==> src/exec_settings.svh <==
`ifndef EXEC_SETTINGS_SVH
`define EXEC_SETTINGS_SVH

// data path width in bits.
`define EXEC_XLEN 32

// general registers. The last one doubles as the link register for calls.
`define EXEC_NUM_REGS 16

`define EXEC_IMM_BITS 12 // sign-extended immediate field.

// control-register select space. Only 0 to 3 are implemented.
`define EXEC_CR_COUNT 8

`define EXEC_SWI_OFFSET 8 // software-interrupt entry offset from the vector base.

`endif

==> src/exec_pkg.sv <==
`include "exec_settings.svh"

package exec_pkg;

	typedef logic [`EXEC_XLEN-1:0] word_t;
	typedef logic [$clog2(`EXEC_NUM_REGS)-1:0] reg_idx_t;
	typedef logic [$clog2(`EXEC_CR_COUNT)-1:0] cr_idx_t;

	typedef enum logic [1:0] {
		CLASS_ALU    = 2'd0,
		CLASS_BRANCH = 2'd1,
		CLASS_MEM    = 2'd2,
		CLASS_MISC   = 2'd3
	} instr_class_e;

	// GCR, SCR, SWI and RFE are only valid in the misc class.
	typedef enum logic [4:0] {
		ADD   = 5'd0,  ADDC  = 5'd1,  SUB   = 5'd2,  SUBC  = 5'd3,
		MUL   = 5'd4,  LSL   = 5'd5,  LSR   = 5'd6,  ASR   = 5'd7,
		AND   = 5'd8,  OR    = 5'd9,  XOR   = 5'd10, BIC   = 5'd11,
		BST   = 5'd12, COPYA = 5'd13, COPYB = 5'd14, MOVHI = 5'd15,
		CMP   = 5'd16, GCR   = 5'd17, SCR   = 5'd18, SWI   = 5'd19,
		RFE   = 5'd20
	} alu_opc_e;

	typedef enum logic [3:0] {
		NE   = 4'd1,
		EQ   = 4'd2,
		GT   = 4'd3, // unsigned.
		LT   = 4'd4,
		GTS  = 4'd5, // signed.
		LTS  = 4'd6,
		B    = 4'd7,
		GTE  = 4'd8,
		GTES = 4'd9,
		LTES = 4'd11
	} branch_cc_e;

endpackage

==> src/exec_decode.sv <==
`include "exec_settings.svh"

module exec_decode import exec_pkg::*; (
	input  word_t        i_instr,
	output instr_class_e o_class,
	output alu_opc_e     o_alu_opc,
	output reg_idx_t     o_rd,
	output reg_idx_t     o_ra_sel,
	output reg_idx_t     o_rb_sel,
	output word_t        o_imm,
	output logic         o_op1_pc,
	output logic         o_op2_rb,
	output logic         o_update_rd,
	output logic         o_update_flags,
	output logic         o_update_carry,
	output logic         o_is_call,
	output logic         o_mem_load,
	output logic         o_mem_store,
	output logic [1:0]   o_mem_width,
	output branch_cc_e   o_cond,
	output cr_idx_t      o_cr_sel,
	output logic         o_write_cr,
	output logic         o_is_swi,
	output logic         o_is_rfe
);

	localparam int OFS_BITS = `EXEC_IMM_BITS - 2;

	alu_opc_e opc;
	logic     mode;

	assign o_class = instr_class_e'(i_instr[31:30]);
	assign opc = alu_opc_e'(i_instr[29:25]);
	assign mode = i_instr[12];
	assign o_ra_sel = i_instr[20:17];
	assign o_rb_sel = i_instr[16:13];
	assign o_cond = branch_cc_e'(i_instr[24:21]);
	assign o_cr_sel = i_instr[2:0];
	assign o_mem_width = i_instr[11:10];

	always_comb begin
		o_rd = i_instr[24:21];
		o_imm = {{(`EXEC_XLEN-`EXEC_IMM_BITS){i_instr[`EXEC_IMM_BITS-1]}},
			i_instr[`EXEC_IMM_BITS-1:0]};
		o_alu_opc = ADD;
		o_op1_pc = 1'b0;
		o_op2_rb = 1'b0;
		o_update_rd = 1'b0;
		o_update_flags = 1'b0;
		o_update_carry = 1'b0;
		o_is_call = 1'b0;
		o_mem_load = 1'b0;
		o_mem_store = 1'b0;
		o_write_cr = 1'b0;
		o_is_swi = 1'b0;
		o_is_rfe = 1'b0;
		case (o_class)
		CLASS_ALU: begin
			if (opc inside {[ADD:CMP]}) begin
				o_alu_opc = opc;
				o_op2_rb = mode;
				o_update_rd = opc != CMP;
				o_update_flags = opc == CMP;
				o_update_carry = opc inside {ADD, ADDC, SUB, SUBC, CMP};
			end
		end
		CLASS_BRANCH: begin
			o_op1_pc = 1'b1; // target is pc + 4 + imm.
			o_is_call = mode;
			o_update_rd = mode;
			if (mode)
				o_rd = reg_idx_t'(`EXEC_NUM_REGS - 1); // calls link into the last register.
		end
		CLASS_MEM: begin
			o_imm = {{(`EXEC_XLEN-OFS_BITS){i_instr[OFS_BITS-1]}}, i_instr[OFS_BITS-1:0]};
			o_mem_store = mode;
			o_mem_load = !mode;
			o_update_rd = !mode;
		end
		default: begin
			o_alu_opc = opc inside {GCR, SCR, SWI, RFE} ? opc : ADD;
			o_update_rd = opc == GCR;
			o_write_cr = opc == SCR;
			o_is_swi = opc == SWI;
			o_is_rfe = opc == RFE;
		end
		endcase
	end

endmodule

==> src/exec_regfile.sv <==
`include "exec_settings.svh"

module exec_regfile import exec_pkg::*; (
	input  logic     clk,
	input  logic     rst,
	input  reg_idx_t i_ra_sel,
	input  reg_idx_t i_rb_sel,
	input  logic     i_wr_en,
	input  reg_idx_t i_wr_sel,
	input  word_t    i_wr_val,
	output word_t    o_ra,
	output word_t    o_rb
);

	word_t regs [`EXEC_NUM_REGS];

	assign o_ra = regs[i_ra_sel];
	assign o_rb = regs[i_rb_sel];

	always_ff @(posedge clk) begin
		if (rst) begin
			for (int i = 0; i < `EXEC_NUM_REGS; i++)
				regs[i] <= '0;
		end else if (i_wr_en) begin
			regs[i_wr_sel] <= i_wr_val;
		end
	end

	// a write-back with a floating index would corrupt an unknown register.
	a_wr_sel_known: assert property (@(posedge clk) disable iff (rst)
		i_wr_en |-> !$isunknown(i_wr_sel));

endmodule

==> src/exec_alu.sv <==
`include "exec_settings.svh"

module exec_alu import exec_pkg::*; (
	input  alu_opc_e i_opc,
	input  word_t    i_op1,
	input  word_t    i_op2,
	input  word_t    i_cr_val,
	input  word_t    i_vector_base,
	input  word_t    i_fault_address,
	input  logic     i_carry_in,
	output word_t    o_result,
	output logic     o_carry,
	output logic     o_neg,
	output logic     o_ovf
);

	localparam int SH_BITS = $clog2(`EXEC_XLEN);
	localparam int HALF = `EXEC_XLEN / 2;

	logic [SH_BITS-1:0] sh;
	word_t              carry_word;

	assign sh = i_op2[SH_BITS-1:0];
	assign carry_word = word_t'(i_carry_in);

	always_comb begin
		o_result = '0;
		o_carry = 1'b0;
		o_neg = 1'b0;
		o_ovf = 1'b0;
		case (i_opc)
		ADD:   {o_carry, o_result} = {1'b0, i_op1} + {1'b0, i_op2};
		ADDC:  {o_carry, o_result} = {1'b0, i_op1} + {1'b0, i_op2} + {1'b0, carry_word};
		SUB:   {o_carry, o_result} = {1'b0, i_op1} - {1'b0, i_op2};
		SUBC:  {o_carry, o_result} = {1'b0, i_op1} - {1'b0, i_op2} - {1'b0, carry_word};
		MUL:   {o_carry, o_result} = {1'b0, i_op1} * {1'b0, i_op2};
		LSL:   {o_carry, o_result} = {1'b0, i_op1} << sh;
		LSR:   o_result = i_op1 >> sh;
		ASR:   o_result = $signed(i_op1) >>> sh;
		AND:   o_result = i_op1 & i_op2;
		OR:    o_result = i_op1 | i_op2;
		XOR:   o_result = i_op1 ^ i_op2;
		BIC:   o_result = i_op1 & ~(word_t'(1) << sh);
		BST:   o_result = i_op1 | (word_t'(1) << sh);
		COPYA: o_result = i_op1;
		COPYB: o_result = i_op2;
		MOVHI: o_result = i_op1 | {{HALF{1'b0}}, i_op2[HALF-1:0]};
		CMP: begin
			{o_carry, o_result} = {1'b0, i_op1} - {1'b0, i_op2}; // carry is the borrow.
			o_ovf = (i_op1[`EXEC_XLEN-1] ^ i_op2[`EXEC_XLEN-1]) &&
				(o_result[`EXEC_XLEN-1] == i_op2[`EXEC_XLEN-1]);
			o_neg = o_result[`EXEC_XLEN-1];
		end
		GCR:   o_result = i_cr_val;
		SCR:   o_result = i_op1;
		SWI:   o_result = i_vector_base + word_t'(`EXEC_SWI_OFFSET);
		RFE:   o_result = i_fault_address; // return address saved by the swi.
		default: o_result = '0;
		endcase
	end

endmodule

==> src/exec_ctrl_regs.sv <==
`include "exec_settings.svh"

module exec_ctrl_regs import exec_pkg::*; (
	input  logic       clk,
	input  logic       rst,
	input  logic       i_commit,
	input  word_t      i_op1,
	input  word_t      i_op2,
	input  word_t      i_ra,
	input  word_t      i_pc_plus_4,
	input  logic       i_update_flags,
	input  logic       i_update_carry,
	input  logic       i_carry,
	input  logic       i_neg,
	input  logic       i_ovf,
	input  branch_cc_e i_cond,
	input  cr_idx_t    i_cr_sel,
	input  logic       i_write_cr,
	input  logic       i_is_swi,
	input  logic       i_is_rfe,
	input  cr_idx_t    i_dbg_cr_sel,
	input  word_t      i_dbg_cr_wr_val,
	input  logic       i_dbg_cr_wr_en,
	output logic       o_carry_flag,
	output logic       o_cond_met,
	output word_t      o_cr_val,
	output word_t      o_vector_base,
	output word_t      o_fault_address,
	output logic       o_irqs_enabled,
	output word_t      o_dbg_cr_val
);

	localparam int VB_LSB = 6; // vector table is 64-byte aligned.
	localparam cr_idx_t CR_VBASE = 0;
	localparam cr_idx_t CR_PSR = 1;
	localparam cr_idx_t CR_SAVED = 2;
	localparam cr_idx_t CR_FAULT = 3;

	logic                     z_flag, c_flag, n_flag, v_flag;
	logic [`EXEC_XLEN-1:VB_LSB] vector_addr;
	logic [4:0]               psr, saved_psr;
	word_t                    fault_address;
	word_t                    cr [`EXEC_CR_COUNT];
	logic                     prog_wr;

	assign psr = {o_irqs_enabled, n_flag, v_flag, c_flag, z_flag};
	assign prog_wr = i_commit && i_write_cr;

	always_comb begin
		for (int i = 0; i < `EXEC_CR_COUNT; i++)
			cr[i] = '0;
		cr[CR_VBASE] = {vector_addr, {VB_LSB{1'b0}}};
		cr[CR_PSR] = word_t'(psr);
		cr[CR_SAVED] = word_t'(saved_psr);
		cr[CR_FAULT] = fault_address;
	end

	assign o_cr_val = cr[i_cr_sel];
	assign o_dbg_cr_val = cr[i_dbg_cr_sel];
	assign o_vector_base = cr[CR_VBASE];
	assign o_fault_address = fault_address;
	assign o_carry_flag = c_flag;

	always_comb begin
		case (i_cond)
		B:    o_cond_met = 1'b1;
		NE:   o_cond_met = !z_flag;
		EQ:   o_cond_met = z_flag;
		GT:   o_cond_met = !c_flag && !z_flag;
		LT:   o_cond_met = c_flag;
		GTE:  o_cond_met = !c_flag;
		GTS:  o_cond_met = !z_flag && (n_flag == v_flag);
		LTS:  o_cond_met = n_flag != v_flag;
		GTES: o_cond_met = n_flag == v_flag;
		LTES: o_cond_met = (n_flag != v_flag) || z_flag;
		default: o_cond_met = 1'b0;
		endcase
	end

	// the debug port is checked first so it beats a program write.
	always_ff @(posedge clk) begin
		if (rst)
			vector_addr <= '0;
		else if (i_dbg_cr_wr_en && i_dbg_cr_sel == CR_VBASE)
			vector_addr <= i_dbg_cr_wr_val[`EXEC_XLEN-1:VB_LSB];
		else if (prog_wr && i_cr_sel == CR_VBASE)
			vector_addr <= i_ra[`EXEC_XLEN-1:VB_LSB];
	end

	always_ff @(posedge clk) begin
		if (rst) begin
			saved_psr <= '0;
			fault_address <= '0;
		end else begin
			if (i_dbg_cr_wr_en && i_dbg_cr_sel == CR_SAVED)
				saved_psr <= i_dbg_cr_wr_val[4:0];
			else if (i_commit && i_is_swi)
				saved_psr <= psr;
			else if (prog_wr && i_cr_sel == CR_SAVED)
				saved_psr <= i_ra[4:0];
			if (i_dbg_cr_wr_en && i_dbg_cr_sel == CR_FAULT)
				fault_address <= i_dbg_cr_wr_val;
			else if (i_commit && i_is_swi)
				fault_address <= i_pc_plus_4; // return address.
			else if (prog_wr && i_cr_sel == CR_FAULT)
				fault_address <= i_ra;
		end
	end

	// later assignments take priority over earlier ones.
	always_ff @(posedge clk) begin
		if (rst) begin
			{o_irqs_enabled, n_flag, v_flag, c_flag, z_flag} <= '0;
		end else begin
			if (i_commit && i_update_flags) begin
				z_flag <= i_op1 == i_op2;
				n_flag <= i_neg;
				v_flag <= i_ovf;
			end
			if (i_commit && i_update_carry)
				c_flag <= i_carry;
			if (i_commit && i_is_swi)
				o_irqs_enabled <= 1'b0;
			if (i_commit && i_is_rfe)
				{o_irqs_enabled, n_flag, v_flag, c_flag, z_flag} <= saved_psr;
			if (prog_wr && i_cr_sel == CR_PSR)
				{o_irqs_enabled, n_flag, v_flag, c_flag, z_flag} <= i_ra[4:0];
			if (i_dbg_cr_wr_en && i_dbg_cr_sel == CR_PSR)
				{o_irqs_enabled, n_flag, v_flag, c_flag, z_flag} <= i_dbg_cr_wr_val[4:0];
		end
	end

	a_swi_rfe_excl: assert property (@(posedge clk) disable iff (rst)
		!(i_commit && i_is_swi && i_is_rfe));

endmodule

==> src/exec_stage.sv <==
module exec_stage import exec_pkg::*; (
	input  logic         clk,
	input  logic         rst,
	input  logic         i_valid,
	input  logic         i_ready,
	input  word_t        i_pc,
	input  instr_class_e i_class,
	input  alu_opc_e     i_alu_opc,
	input  reg_idx_t     i_rd,
	input  reg_idx_t     i_ra_sel,
	input  reg_idx_t     i_rb_sel,
	input  word_t        i_imm,
	input  logic         i_op1_pc,
	input  logic         i_op2_rb,
	input  logic         i_update_rd,
	input  logic         i_update_flags,
	input  logic         i_update_carry,
	input  logic         i_is_call,
	input  logic         i_mem_load,
	input  logic         i_mem_store,
	input  logic [1:0]   i_mem_width,
	input  branch_cc_e   i_cond,
	input  cr_idx_t      i_cr_sel,
	input  logic         i_write_cr,
	input  logic         i_is_swi,
	input  logic         i_is_rfe,
	input  word_t        i_ra,
	input  word_t        i_rb,
	input  cr_idx_t      i_dbg_cr_sel,
	input  word_t        i_dbg_cr_wr_val,
	input  logic         i_dbg_cr_wr_en,
	output logic         o_ready,
	output logic         o_valid,
	output reg_idx_t     o_rd,
	output logic         o_wr_result,
	output word_t        o_result,
	output logic         o_branch_taken,
	output word_t        o_branch_target,
	output logic         o_mem_load,
	output logic         o_mem_store,
	output logic         o_mem_wr_en,
	output logic [1:0]   o_mem_width,
	output word_t        o_mar,
	output word_t        o_mdr,
	output word_t        o_vector_base,
	output logic         o_irqs_enabled,
	output word_t        o_dbg_cr_val,
	output logic         o_rf_wr_en,
	output reg_idx_t     o_rf_wr_sel,
	output word_t        o_rf_wr_val
);

	logic  accept, fwd_a, fwd_b;
	word_t ra_val, rb_val, op1, op2, pc_plus_4;
	word_t alu_q, cr_val, fault_address;
	logic  alu_c, alu_n, alu_o, carry_flag, cond_met;

	assign o_ready = !o_valid || i_ready;
	assign accept = i_valid && o_ready;

	// the pending result has not reached the register file yet.
	assign fwd_a = o_valid && o_wr_result && o_rd == i_ra_sel;
	assign fwd_b = o_valid && o_wr_result && o_rd == i_rb_sel;
	assign ra_val = fwd_a ? o_result : i_ra;
	assign rb_val = fwd_b ? o_result : i_rb;

	assign pc_plus_4 = i_pc + word_t'(4);
	assign op1 = i_op1_pc ? pc_plus_4 : ra_val;
	assign op2 = i_op2_rb ? rb_val : i_imm;

	assign o_rf_wr_en = o_valid && i_ready && o_wr_result;
	assign o_rf_wr_sel = o_rd;
	assign o_rf_wr_val = o_result;

	exec_alu u_alu (
		.i_opc(i_alu_opc), .i_op1(op1), .i_op2(op2), .i_cr_val(cr_val),
		.i_vector_base(o_vector_base), .i_fault_address(fault_address),
		.i_carry_in(carry_flag), .o_result(alu_q), .o_carry(alu_c),
		.o_neg(alu_n), .o_ovf(alu_o)
	);

	exec_ctrl_regs u_ctrl_regs (
		.clk, .rst, .i_commit(accept), .i_op1(op1), .i_op2(op2), .i_ra(ra_val),
		.i_pc_plus_4(pc_plus_4), .i_update_flags, .i_update_carry,
		.i_carry(alu_c), .i_neg(alu_n), .i_ovf(alu_o), .i_cond, .i_cr_sel,
		.i_write_cr, .i_is_swi, .i_is_rfe, .i_dbg_cr_sel, .i_dbg_cr_wr_val,
		.i_dbg_cr_wr_en, .o_carry_flag(carry_flag), .o_cond_met(cond_met),
		.o_cr_val(cr_val), .o_vector_base, .o_fault_address(fault_address),
		.o_irqs_enabled, .o_dbg_cr_val
	);

	always_ff @(posedge clk) begin
		if (rst) begin
			o_valid <= 1'b0;
			o_wr_result <= 1'b0;
			o_branch_taken <= 1'b0;
			o_mem_load <= 1'b0;
			o_mem_store <= 1'b0;
			o_mem_wr_en <= 1'b0;
		end else if (accept) begin
			o_valid <= 1'b1;
			o_wr_result <= i_update_rd;
			o_branch_taken <= (i_class == CLASS_BRANCH && cond_met) || i_is_swi || i_is_rfe;
			o_mem_load <= i_mem_load;
			o_mem_store <= i_mem_store;
			o_mem_wr_en <= i_mem_store;
		end else if (i_ready) begin
			o_valid <= 1'b0; // drained with nothing new behind it.
		end
	end

	always_ff @(posedge clk) begin
		if (accept) begin
			o_rd <= i_rd;
			o_result <= i_is_call ? pc_plus_4 : alu_q;
			o_branch_target <= alu_q;
			o_mem_width <= i_mem_width;
			o_mar <= alu_q;
			o_mdr <= rb_val;
		end
	end

	a_hold: assert property (@(posedge clk) disable iff (rst)
		o_valid && !i_ready |=> o_valid && $stable({o_rd, o_wr_result, o_result,
			o_branch_taken, o_branch_target, o_mem_load, o_mem_store, o_mem_wr_en,
			o_mem_width, o_mar, o_mdr}));

endmodule

==> src/exec_top.sv <==
module exec_top import exec_pkg::*; (
	input  logic       clk,
	input  logic       rst,
	input  logic       i_valid,
	input  word_t      i_instr,
	input  word_t      i_pc,
	input  logic       i_ready,
	input  cr_idx_t    i_dbg_cr_sel,
	input  word_t      i_dbg_cr_wr_val,
	input  logic       i_dbg_cr_wr_en,
	output logic       o_ready,
	output logic       o_valid,
	output reg_idx_t   o_rd,
	output logic       o_wr_result,
	output word_t      o_result,
	output logic       o_branch_taken,
	output word_t      o_branch_target,
	output logic       o_mem_load,
	output logic       o_mem_store,
	output logic       o_mem_wr_en,
	output logic [1:0] o_mem_width,
	output word_t      o_mar,
	output word_t      o_mdr,
	output word_t      o_vector_base,
	output logic       o_irqs_enabled,
	output word_t      o_dbg_cr_val
);

	instr_class_e d_class;
	alu_opc_e     d_alu_opc;
	branch_cc_e   d_cond;
	cr_idx_t      d_cr_sel;
	reg_idx_t     d_rd, d_ra_sel, d_rb_sel, rf_wr_sel;
	word_t        d_imm, rf_ra, rf_rb, rf_wr_val;
	logic [1:0]   d_mem_width;
	logic         d_op1_pc, d_op2_rb, d_update_rd, d_update_flags, d_update_carry;
	logic         d_is_call, d_mem_load, d_mem_store, d_write_cr, d_is_swi, d_is_rfe;
	logic         rf_wr_en;

	exec_decode u_decode (
		.i_instr, .o_class(d_class), .o_alu_opc(d_alu_opc), .o_rd(d_rd),
		.o_ra_sel(d_ra_sel), .o_rb_sel(d_rb_sel), .o_imm(d_imm), .o_op1_pc(d_op1_pc),
		.o_op2_rb(d_op2_rb), .o_update_rd(d_update_rd), .o_update_flags(d_update_flags),
		.o_update_carry(d_update_carry), .o_is_call(d_is_call), .o_mem_load(d_mem_load),
		.o_mem_store(d_mem_store), .o_mem_width(d_mem_width), .o_cond(d_cond),
		.o_cr_sel(d_cr_sel), .o_write_cr(d_write_cr), .o_is_swi(d_is_swi),
		.o_is_rfe(d_is_rfe)
	);

	exec_regfile u_regfile (
		.clk, .rst, .i_ra_sel(d_ra_sel), .i_rb_sel(d_rb_sel), .i_wr_en(rf_wr_en),
		.i_wr_sel(rf_wr_sel), .i_wr_val(rf_wr_val), .o_ra(rf_ra), .o_rb(rf_rb)
	);

	exec_stage u_stage (
		.clk, .rst, .i_valid, .i_ready, .i_pc, .i_class(d_class), .i_alu_opc(d_alu_opc),
		.i_rd(d_rd), .i_ra_sel(d_ra_sel), .i_rb_sel(d_rb_sel), .i_imm(d_imm),
		.i_op1_pc(d_op1_pc), .i_op2_rb(d_op2_rb), .i_update_rd(d_update_rd),
		.i_update_flags(d_update_flags), .i_update_carry(d_update_carry),
		.i_is_call(d_is_call), .i_mem_load(d_mem_load), .i_mem_store(d_mem_store),
		.i_mem_width(d_mem_width), .i_cond(d_cond), .i_cr_sel(d_cr_sel),
		.i_write_cr(d_write_cr), .i_is_swi(d_is_swi), .i_is_rfe(d_is_rfe),
		.i_ra(rf_ra), .i_rb(rf_rb), .i_dbg_cr_sel, .i_dbg_cr_wr_val, .i_dbg_cr_wr_en,
		.o_ready, .o_valid, .o_rd, .o_wr_result, .o_result, .o_branch_taken,
		.o_branch_target, .o_mem_load, .o_mem_store, .o_mem_wr_en, .o_mem_width,
		.o_mar, .o_mdr, .o_vector_base, .o_irqs_enabled, .o_dbg_cr_val,
		.o_rf_wr_en(rf_wr_en), .o_rf_wr_sel(rf_wr_sel), .o_rf_wr_val(rf_wr_val)
	);

endmodule

==> config.mk <==
export PLATFORM = sky130hd
export DESIGN_NAME = exec_top
export DESIGN_NICKNAME = d
export VERILOG_FILES = /design/src/exec_pkg.sv /design/src/exec_decode.sv /design/src/exec_regfile.sv /design/src/exec_alu.sv /design/src/exec_ctrl_regs.sv /design/src/exec_stage.sv /design/src/exec_top.sv
export VERILOG_INCLUDE_DIRS = /design/src
export SDC_FILE = /design/constraint.sdc
export NUM_CORES = 2
export LEC_CHECK = 0
export BUFFER_PORTS_ARGS = -buffer_cell sky130_fd_sc_hd__buf_2
export CORE_ASPECT_RATIO = 1.1
export CORE_MARGIN = 2
export CORE_UTILIZATION = 49
export CTS_CLUSTER_DIAMETER = 50
export DETAILED_ROUTE_END_ITERATION = 7
export PLACE_DENSITY = 0.76
export SYNTH_ARGS = -nofsm -noshare
export SYNTH_HDL_FRONTEND = slang
export SYNTH_HIERARCHICAL = 1
export SYNTH_SLANG_ARGS = --single-unit
export TNS_END_PERCENT = 30
==> constraint.sdc <==
create_clock -name clk -period 17 [get_ports clk]
set_clock_uncertainty 0.15 [all_clocks]
set_input_delay 2.55 -clock clk [delete_from_list [all_inputs] [get_ports clk]]
set_output_delay 2.55 -clock clk [all_outputs]
set_load 0.02 [all_outputs]
# After elaboration in Yosys (flattened, before gate mapping)
# Memory sizes are Yosys's and may differ from the RTL's.
# Index checks and enable logic that the tools add are counted.
# W data, S select, Z words.
# word_totals
regBits	175
ramBits	512
inputBits	104
out_inout_bits	206
wordCells	223
mem_count	1
# memory_table
memory	words	width	read_ports	rd_ports_with_merged_regs	wr	line	text
u_regfile.regs	16	32	2	0	16	exec_regfile.sv:15	word_t regs [`EXEC_NUM_REGS];
# classes
add_sub_neg	6
n_mul	1
magnitude_cmp	4
n_eq_ne	53
shift	4
muxes	75
n_bitwise	10
reduce_logical	51
# op_table
op	count
$pmux W32 S19	1
$mux W32	14
$bmux W32 S3	2
$and A32 B32 Y32	2
$or A32 B32 Y32	2
$mux W26	2
$eq A5 B5 Y1 const B	10
$mux W1	44
$eq A5 B4 Y1 const B	8
$add A32 B32 Y33	1
$add A33 B1 Y33	1
$mul A32 B32 Y33	1
$shl A32 B5 Y33	1
$sub A32 B32 Y33	1
$sub A33 B1 Y33	1
$add A32 B3 Y32 const B	1
$add A32 B4 Y32 const B	1
$eq A32 B32 Y1	1
$not A32 Y32	1
$or A32 B16 Y32	1
$reduce_or A32 Y1	1
$shl A1 B5 Y32 const A	1
$shr A32 B5 Y32	1
$sshr A32 B5 Y32	1
39 further kinds	104

# Depth between registers and ports, before layout
# depth
depth_word	13
depth_mapped	46
ltp_nobuf	38

# By module
# Netlist, hierarchy kept.
# modules_own_cells
module	n_inst	cells_per_inst	area_per_inst_um2	seq_area_each_um2
exec_alu	1	3757	28758.8	0.0
exec_regfile	1	1687	26541.7	15374.7
exec_stage	1	539	6588.8	3163.0
exec_ctrl_regs	1	636	4921.0	1361.3
exec_decode	1	100	673.1	0.0

# Worst setup path after synthesis
# OpenSTA, ideal clock, no wires.
# synth_timing
kind	input port to flip-flop
start	in i_instr[13]
end	reg u_stage.o_result[26] (data pin)
setup_ns	0.270
arrival_ns	12.211
required_ns	16.580
path_slack_ns	4.369
path_stages	38
n_path_buf	8
cell_sequence	buf_4 -> buf_2 -> buf_2 -> mux4_2 -> a22oi_1 -> nand2_1 -> mux2_4 -> mux2_2 -> clkbuf_1 -> inv_2 -> buf_1 -> buf_1 -> clkbuf_1 -> buf_1 -> nor2_1 -> fa_1 -> inv_1 -> fa_1 -> (+2 left out) -> inv_1 -> fa_1 -> inv_1 -> fa_1 -> inv_1 -> fa_1 -> fa_1 -> ha_1 -> and3_1 -> nand3_1 -> a2111o_1 -> and2_1 -> xnor2_1 -> a221o_1 -> a221oi_1 -> o211ai_1 -> nor2_1 -> a21oi_1
# synth_between
elab_cells_between_ends	22
classes_between	add/sub: 4; mul: 1; eq/ne: 1; shift: 4; mux: 4; bitwise: 6; reduce/logical: 1; memory: 1
# synth_lines
item	line	text
from (decl)	exec_top.sv:5	input word_t i_instr,
$mem_v2 Z16 W32 (*)	n/a	
net rf_rb[2]	exec_top.sv:34	word_t d_imm, rf_ra, rf_rb, rf_wr_val;
$mux W32 (*)	exec_stage.sv:65	assign rb_val = fwd_b ? o_result : i_rb;
net u_stage.rb_val[2]	exec_stage.sv:54	word_t ra_val, rb_val, op1, op2, pc_plus_4;
$mux W32 (*)	exec_stage.sv:69	assign op2 = i_op2_rb ? rb_val : i_imm;
net u_stage.op2[2]	exec_stage.sv:54	
branches (longest 3 deep; another with $mul A32 B32 Y33)	n/a	
$pmux W32 S19 (*)	exec_alu.sv:31	case (i_opc)
net u_stage.alu_q[26]	exec_stage.sv:55	word_t alu_q, cr_val, fault_address;
$mux W32 (*)	exec_stage.sv:115	o_result <= i_is_call ? pc_plus_4 : alu_q;
to (signal assigned)	exec_stage.sv:115	
to (decl)	exec_stage.sv:36	output word_t o_result,
# Mark *: on every way through the listed nets, which the timed path passes.
# A chain may end at the register's enable or synchronous reset.

# Worst setup path in the final report
# layout_timing
start	in i_instr[14]
end	reg u_stage.o_result[30] (data pin)
# layout_between
elab_cells_between_ends	22
classes_between	add/sub: 4; mul: 1; eq/ne: 1; shift: 4; mux: 4; bitwise: 6; reduce/logical: 1; memory: 1
# layout_lines
item	line
branches (longest 2 deep; another with $mem_v2 Z16 W32)	n/a
$mux W32 (*)	exec_stage.sv:65
net u_stage.rb_val[18]	exec_stage.sv:54
$mux W32 (*)	exec_stage.sv:69
net u_stage.op2[18]	exec_stage.sv:54
branches (longest 2 deep; another with $mul A32 B32 Y33)	n/a
$pmux W32 S19 (*)	exec_alu.sv:31
net u_stage.alu_q[30]	exec_stage.sv:55
$mux W32 (*)	exec_stage.sv:115
# Marks and branches as above.

==> impl_metrics.yaml <==
clock_network:
  ctsHoldBuffers: 0
  h-tree-depth: 3
  cts_tree: "yes"
  root_buffer: "clkbuf_16"
  clk_latency_ps: 710
  cts_sinks: 687
  numCtsBuffers: 80
  cts-resized-gates: 0
  clkSlewWorstSetupHoldPaths_ps: 60
  cts_buffer_depth: 3
  post_cts_buffers: 0
synthesis:
  ys_ff_latch: 687
  synthTopCellsByArea: "edfxtp_1 27%, fa_1 13%, mux4_2 9.6%, and2_1 5.6%, ha_1 3.9%"
  synthFlopType: "edfxtp_1"
  synth_area_per_cell_um2: 10.0
  async_flop_share_pct: 0
  synth_top_cell_area_share_pct: 27.3
  netlist.top_cell.by_area: "edfxtp_1"
  synth_area_um2: 67500
  synth_edf_count: 614
  yosys_warnings: 6
  syn_inst: 6719
  ys_seq_area_share_pct: 29.5
  ys_types: 115
drt:
  wirelength_mm: 333
  drtIter0Drc: 9469
  wire_per_inst_um: 38.9
  drc_errors: 0
  drt-vias-per-instance: 6.95
  vias: 59600
  postRouteAntennaNets: 0
  drt_pass1_iterations: 8
critical_path:
  end_kind: "register"
  worst_path_max_delay_cell: "clkinv_1"
  crit_family: "adder cells"
  worst_path_most_repeated_cell: "fa_1"
  crit_fanout: 81
  max_stage_delay_ps: 840
  required_ps: 17270
  arrival_ps: 14510
  criticalPathCategory: "input pin to register"
  critPathBufInv: 7
  timing.critical_path.from_type: "input pin"
floorplan:
  die_x_um: 358
  io_pins: 310
  initial_core_util_pct: 49.5
  coreArea_um2: 136000
  dieArea_um2: 141000
  num_rows: 142
  dieHeight_um: 393
sta:
  slew_headroom_pct: -5.96
  finalCriticalPeriod_ps: 14250
  tns_ps: 0
  worstMarginPinSlew_ps: 1580
  finalCritPeriodShare_pct: 83.8
  setup_viol: 0
  whs_ps: 334
  rsz0062_at_grt: "no"
  hold_viol: 0
  max_freq_mhz: 70.2
  slew_violations: 7
outcome:
  status: "finished with violations"
  violations: "max-capacitance violations, max-slew violations"
global_route:
  grt_max_degree: 82
  grt_first_pass_wirelength_mm: 456
  grt_pass1_vias: 59000
  grt-ovfl-total: 0
  globalRouteTotalUtil_pct: 46.9
  antenna_found_initial: 34
flow_run:
  maxCapViolCount: 2
placed_design:
  dpl_cell_area_um2: 70000
  place_congestion: 1.13
  dpl.hpwl_mm: 241
  io_buffers: 303
final_layout:
  drive_gt1_share_pct: 17.6
  layout.nets: 7434
  design_area_um2: 72800
  final_common_cell: "edfxtp_1"
  syn_to_final_growth_pct: 7.87
  layout_common_cells: "614 x edfxtp_1, 602 x and2_1, 599 x nand2_1, 545 x nor2_1, 534 x inv_1"
hold_path:
  min_path_type: "register to register"
[worst register-to-register path, delay by kind of cell (launching register included)]
family / cells / cell delay [ps]
buffers and inverters: 6 / 1660
DFF: 1 / 630
adders and majority gates: 9 / 4350
muxes: 2 / 960
and+or+nand+nor: 6 / 1870
xor gates and xnor gates: 1 / 250
AOI/OAI and AO/OA: 6 / 2280
[state kept, by name (all words and copies together) (netlist names), 2 cells and up]
signal                               flops
u_stage/o_mem_width                      2
u_regfile/regs                         512
u_stage/u_ctrl_regs/vector_addr         26
u_stage/o_mdr                           32
u_stage/u_ctrl_regs/saved_psr            5
u_stage/o_result                        32
u_stage/o_rd                             4
u_stage/u_ctrl_regs/o_fault_address     32
u_stage/o_mar                           32
[cell type report]
type / count / area, µm²
fillers: 11900 / 63700
multi-input cells: 4849 / 42700
flip-flops and latches: 687 / 19900
repair buffers: 509 / 3100
well taps: 1800 / 2250
inverters: 552 / 2080
clock buffers: 88 / 2050
clock inverters: 60 / 662
diodes: 20 / 50.0
[logic make-up after synthesis]
group | after synthesis | share of synthesized area [%]
AND/OR/NAND/NOR | 2259 | 16.9
XOR/XNOR | 291 | 3.79
flip-flops | 687 | 29.5
AO/OA/AOI/OAI | 1106 | 11.4
multiplexers | 536 | 13.7
adder cells (fa/ha/maj) | 651 | 17.0
buffers and inverters | 1188 | 7.70
other | 1 | 0.00556
[cells in the mapped netlist, drive strengths merged, types with 39 or more instances]
cell / instances
a211oi: 70
a21oi: 284
a221oi: 39
a22o: 55
a22oi: 181
and2: 606
buf: 273
clkbuf: 361
dfxtp: 73
edfxtp: 614
fa: 440
ha: 211
inv: 541
mux2: 117
mux2i: 131
mux4: 288
nand2: 599
nand3: 107
nand4: 58
nor2: 569
nor3: 71
o211ai: 76
o21ai: 130
xnor2: 188
xor2: 103
[metrics by stage]
stage,utilization [%],setup slack (ps),cells
global placement,51.3,2400,8396
detailed placement,51.3,2440,8396
floorplan,-,4370,6724
CTS,53.3,3140,8544
global route,53.3,2580,8548
finish,53.4,2750,8565
[routing by layer]
| metal | vias up | share of wire (%) | track usage (%) |
|---|---|---|---|
| li1 | 23400 | - | - |
| met1 | 29600 | 34 | 56.4 |
| met2 | 5111 | 43 | 68.8 |
| met3 | 1423 | 13 | 14.4 |
| met4 | 20 | 10 | 39.3 |
| met5 | - | 0.044 | 0.246 |
[final timing paths]
path | start | endpoint | slack, ps | depth (start not counted)
setup reg to reg | u_stage/o_rd[1]$_DFFE_PP_ | u_stage/o_result[30]$_DFFE_PP_ | 4570 | 30
setup / recovery | i_instr[14] | u_stage/o_result[30]$_DFFE_PP_ | 2750 | 31
hold reg to reg | u_stage/o_mem_load$_SDFFE_PP0P_ | u_stage/o_mem_load$_SDFFE_PP0P_ | 330 | 2
hold / removal | u_stage/o_mem_load$_SDFFE_PP0P_ | u_stage/o_mem_load$_SDFFE_PP0P_ | 330 | 2
Power is left out: the tool's default activity adds up to more than one toggle a clock period on the data nets, which glitch-free logic cannot reach.
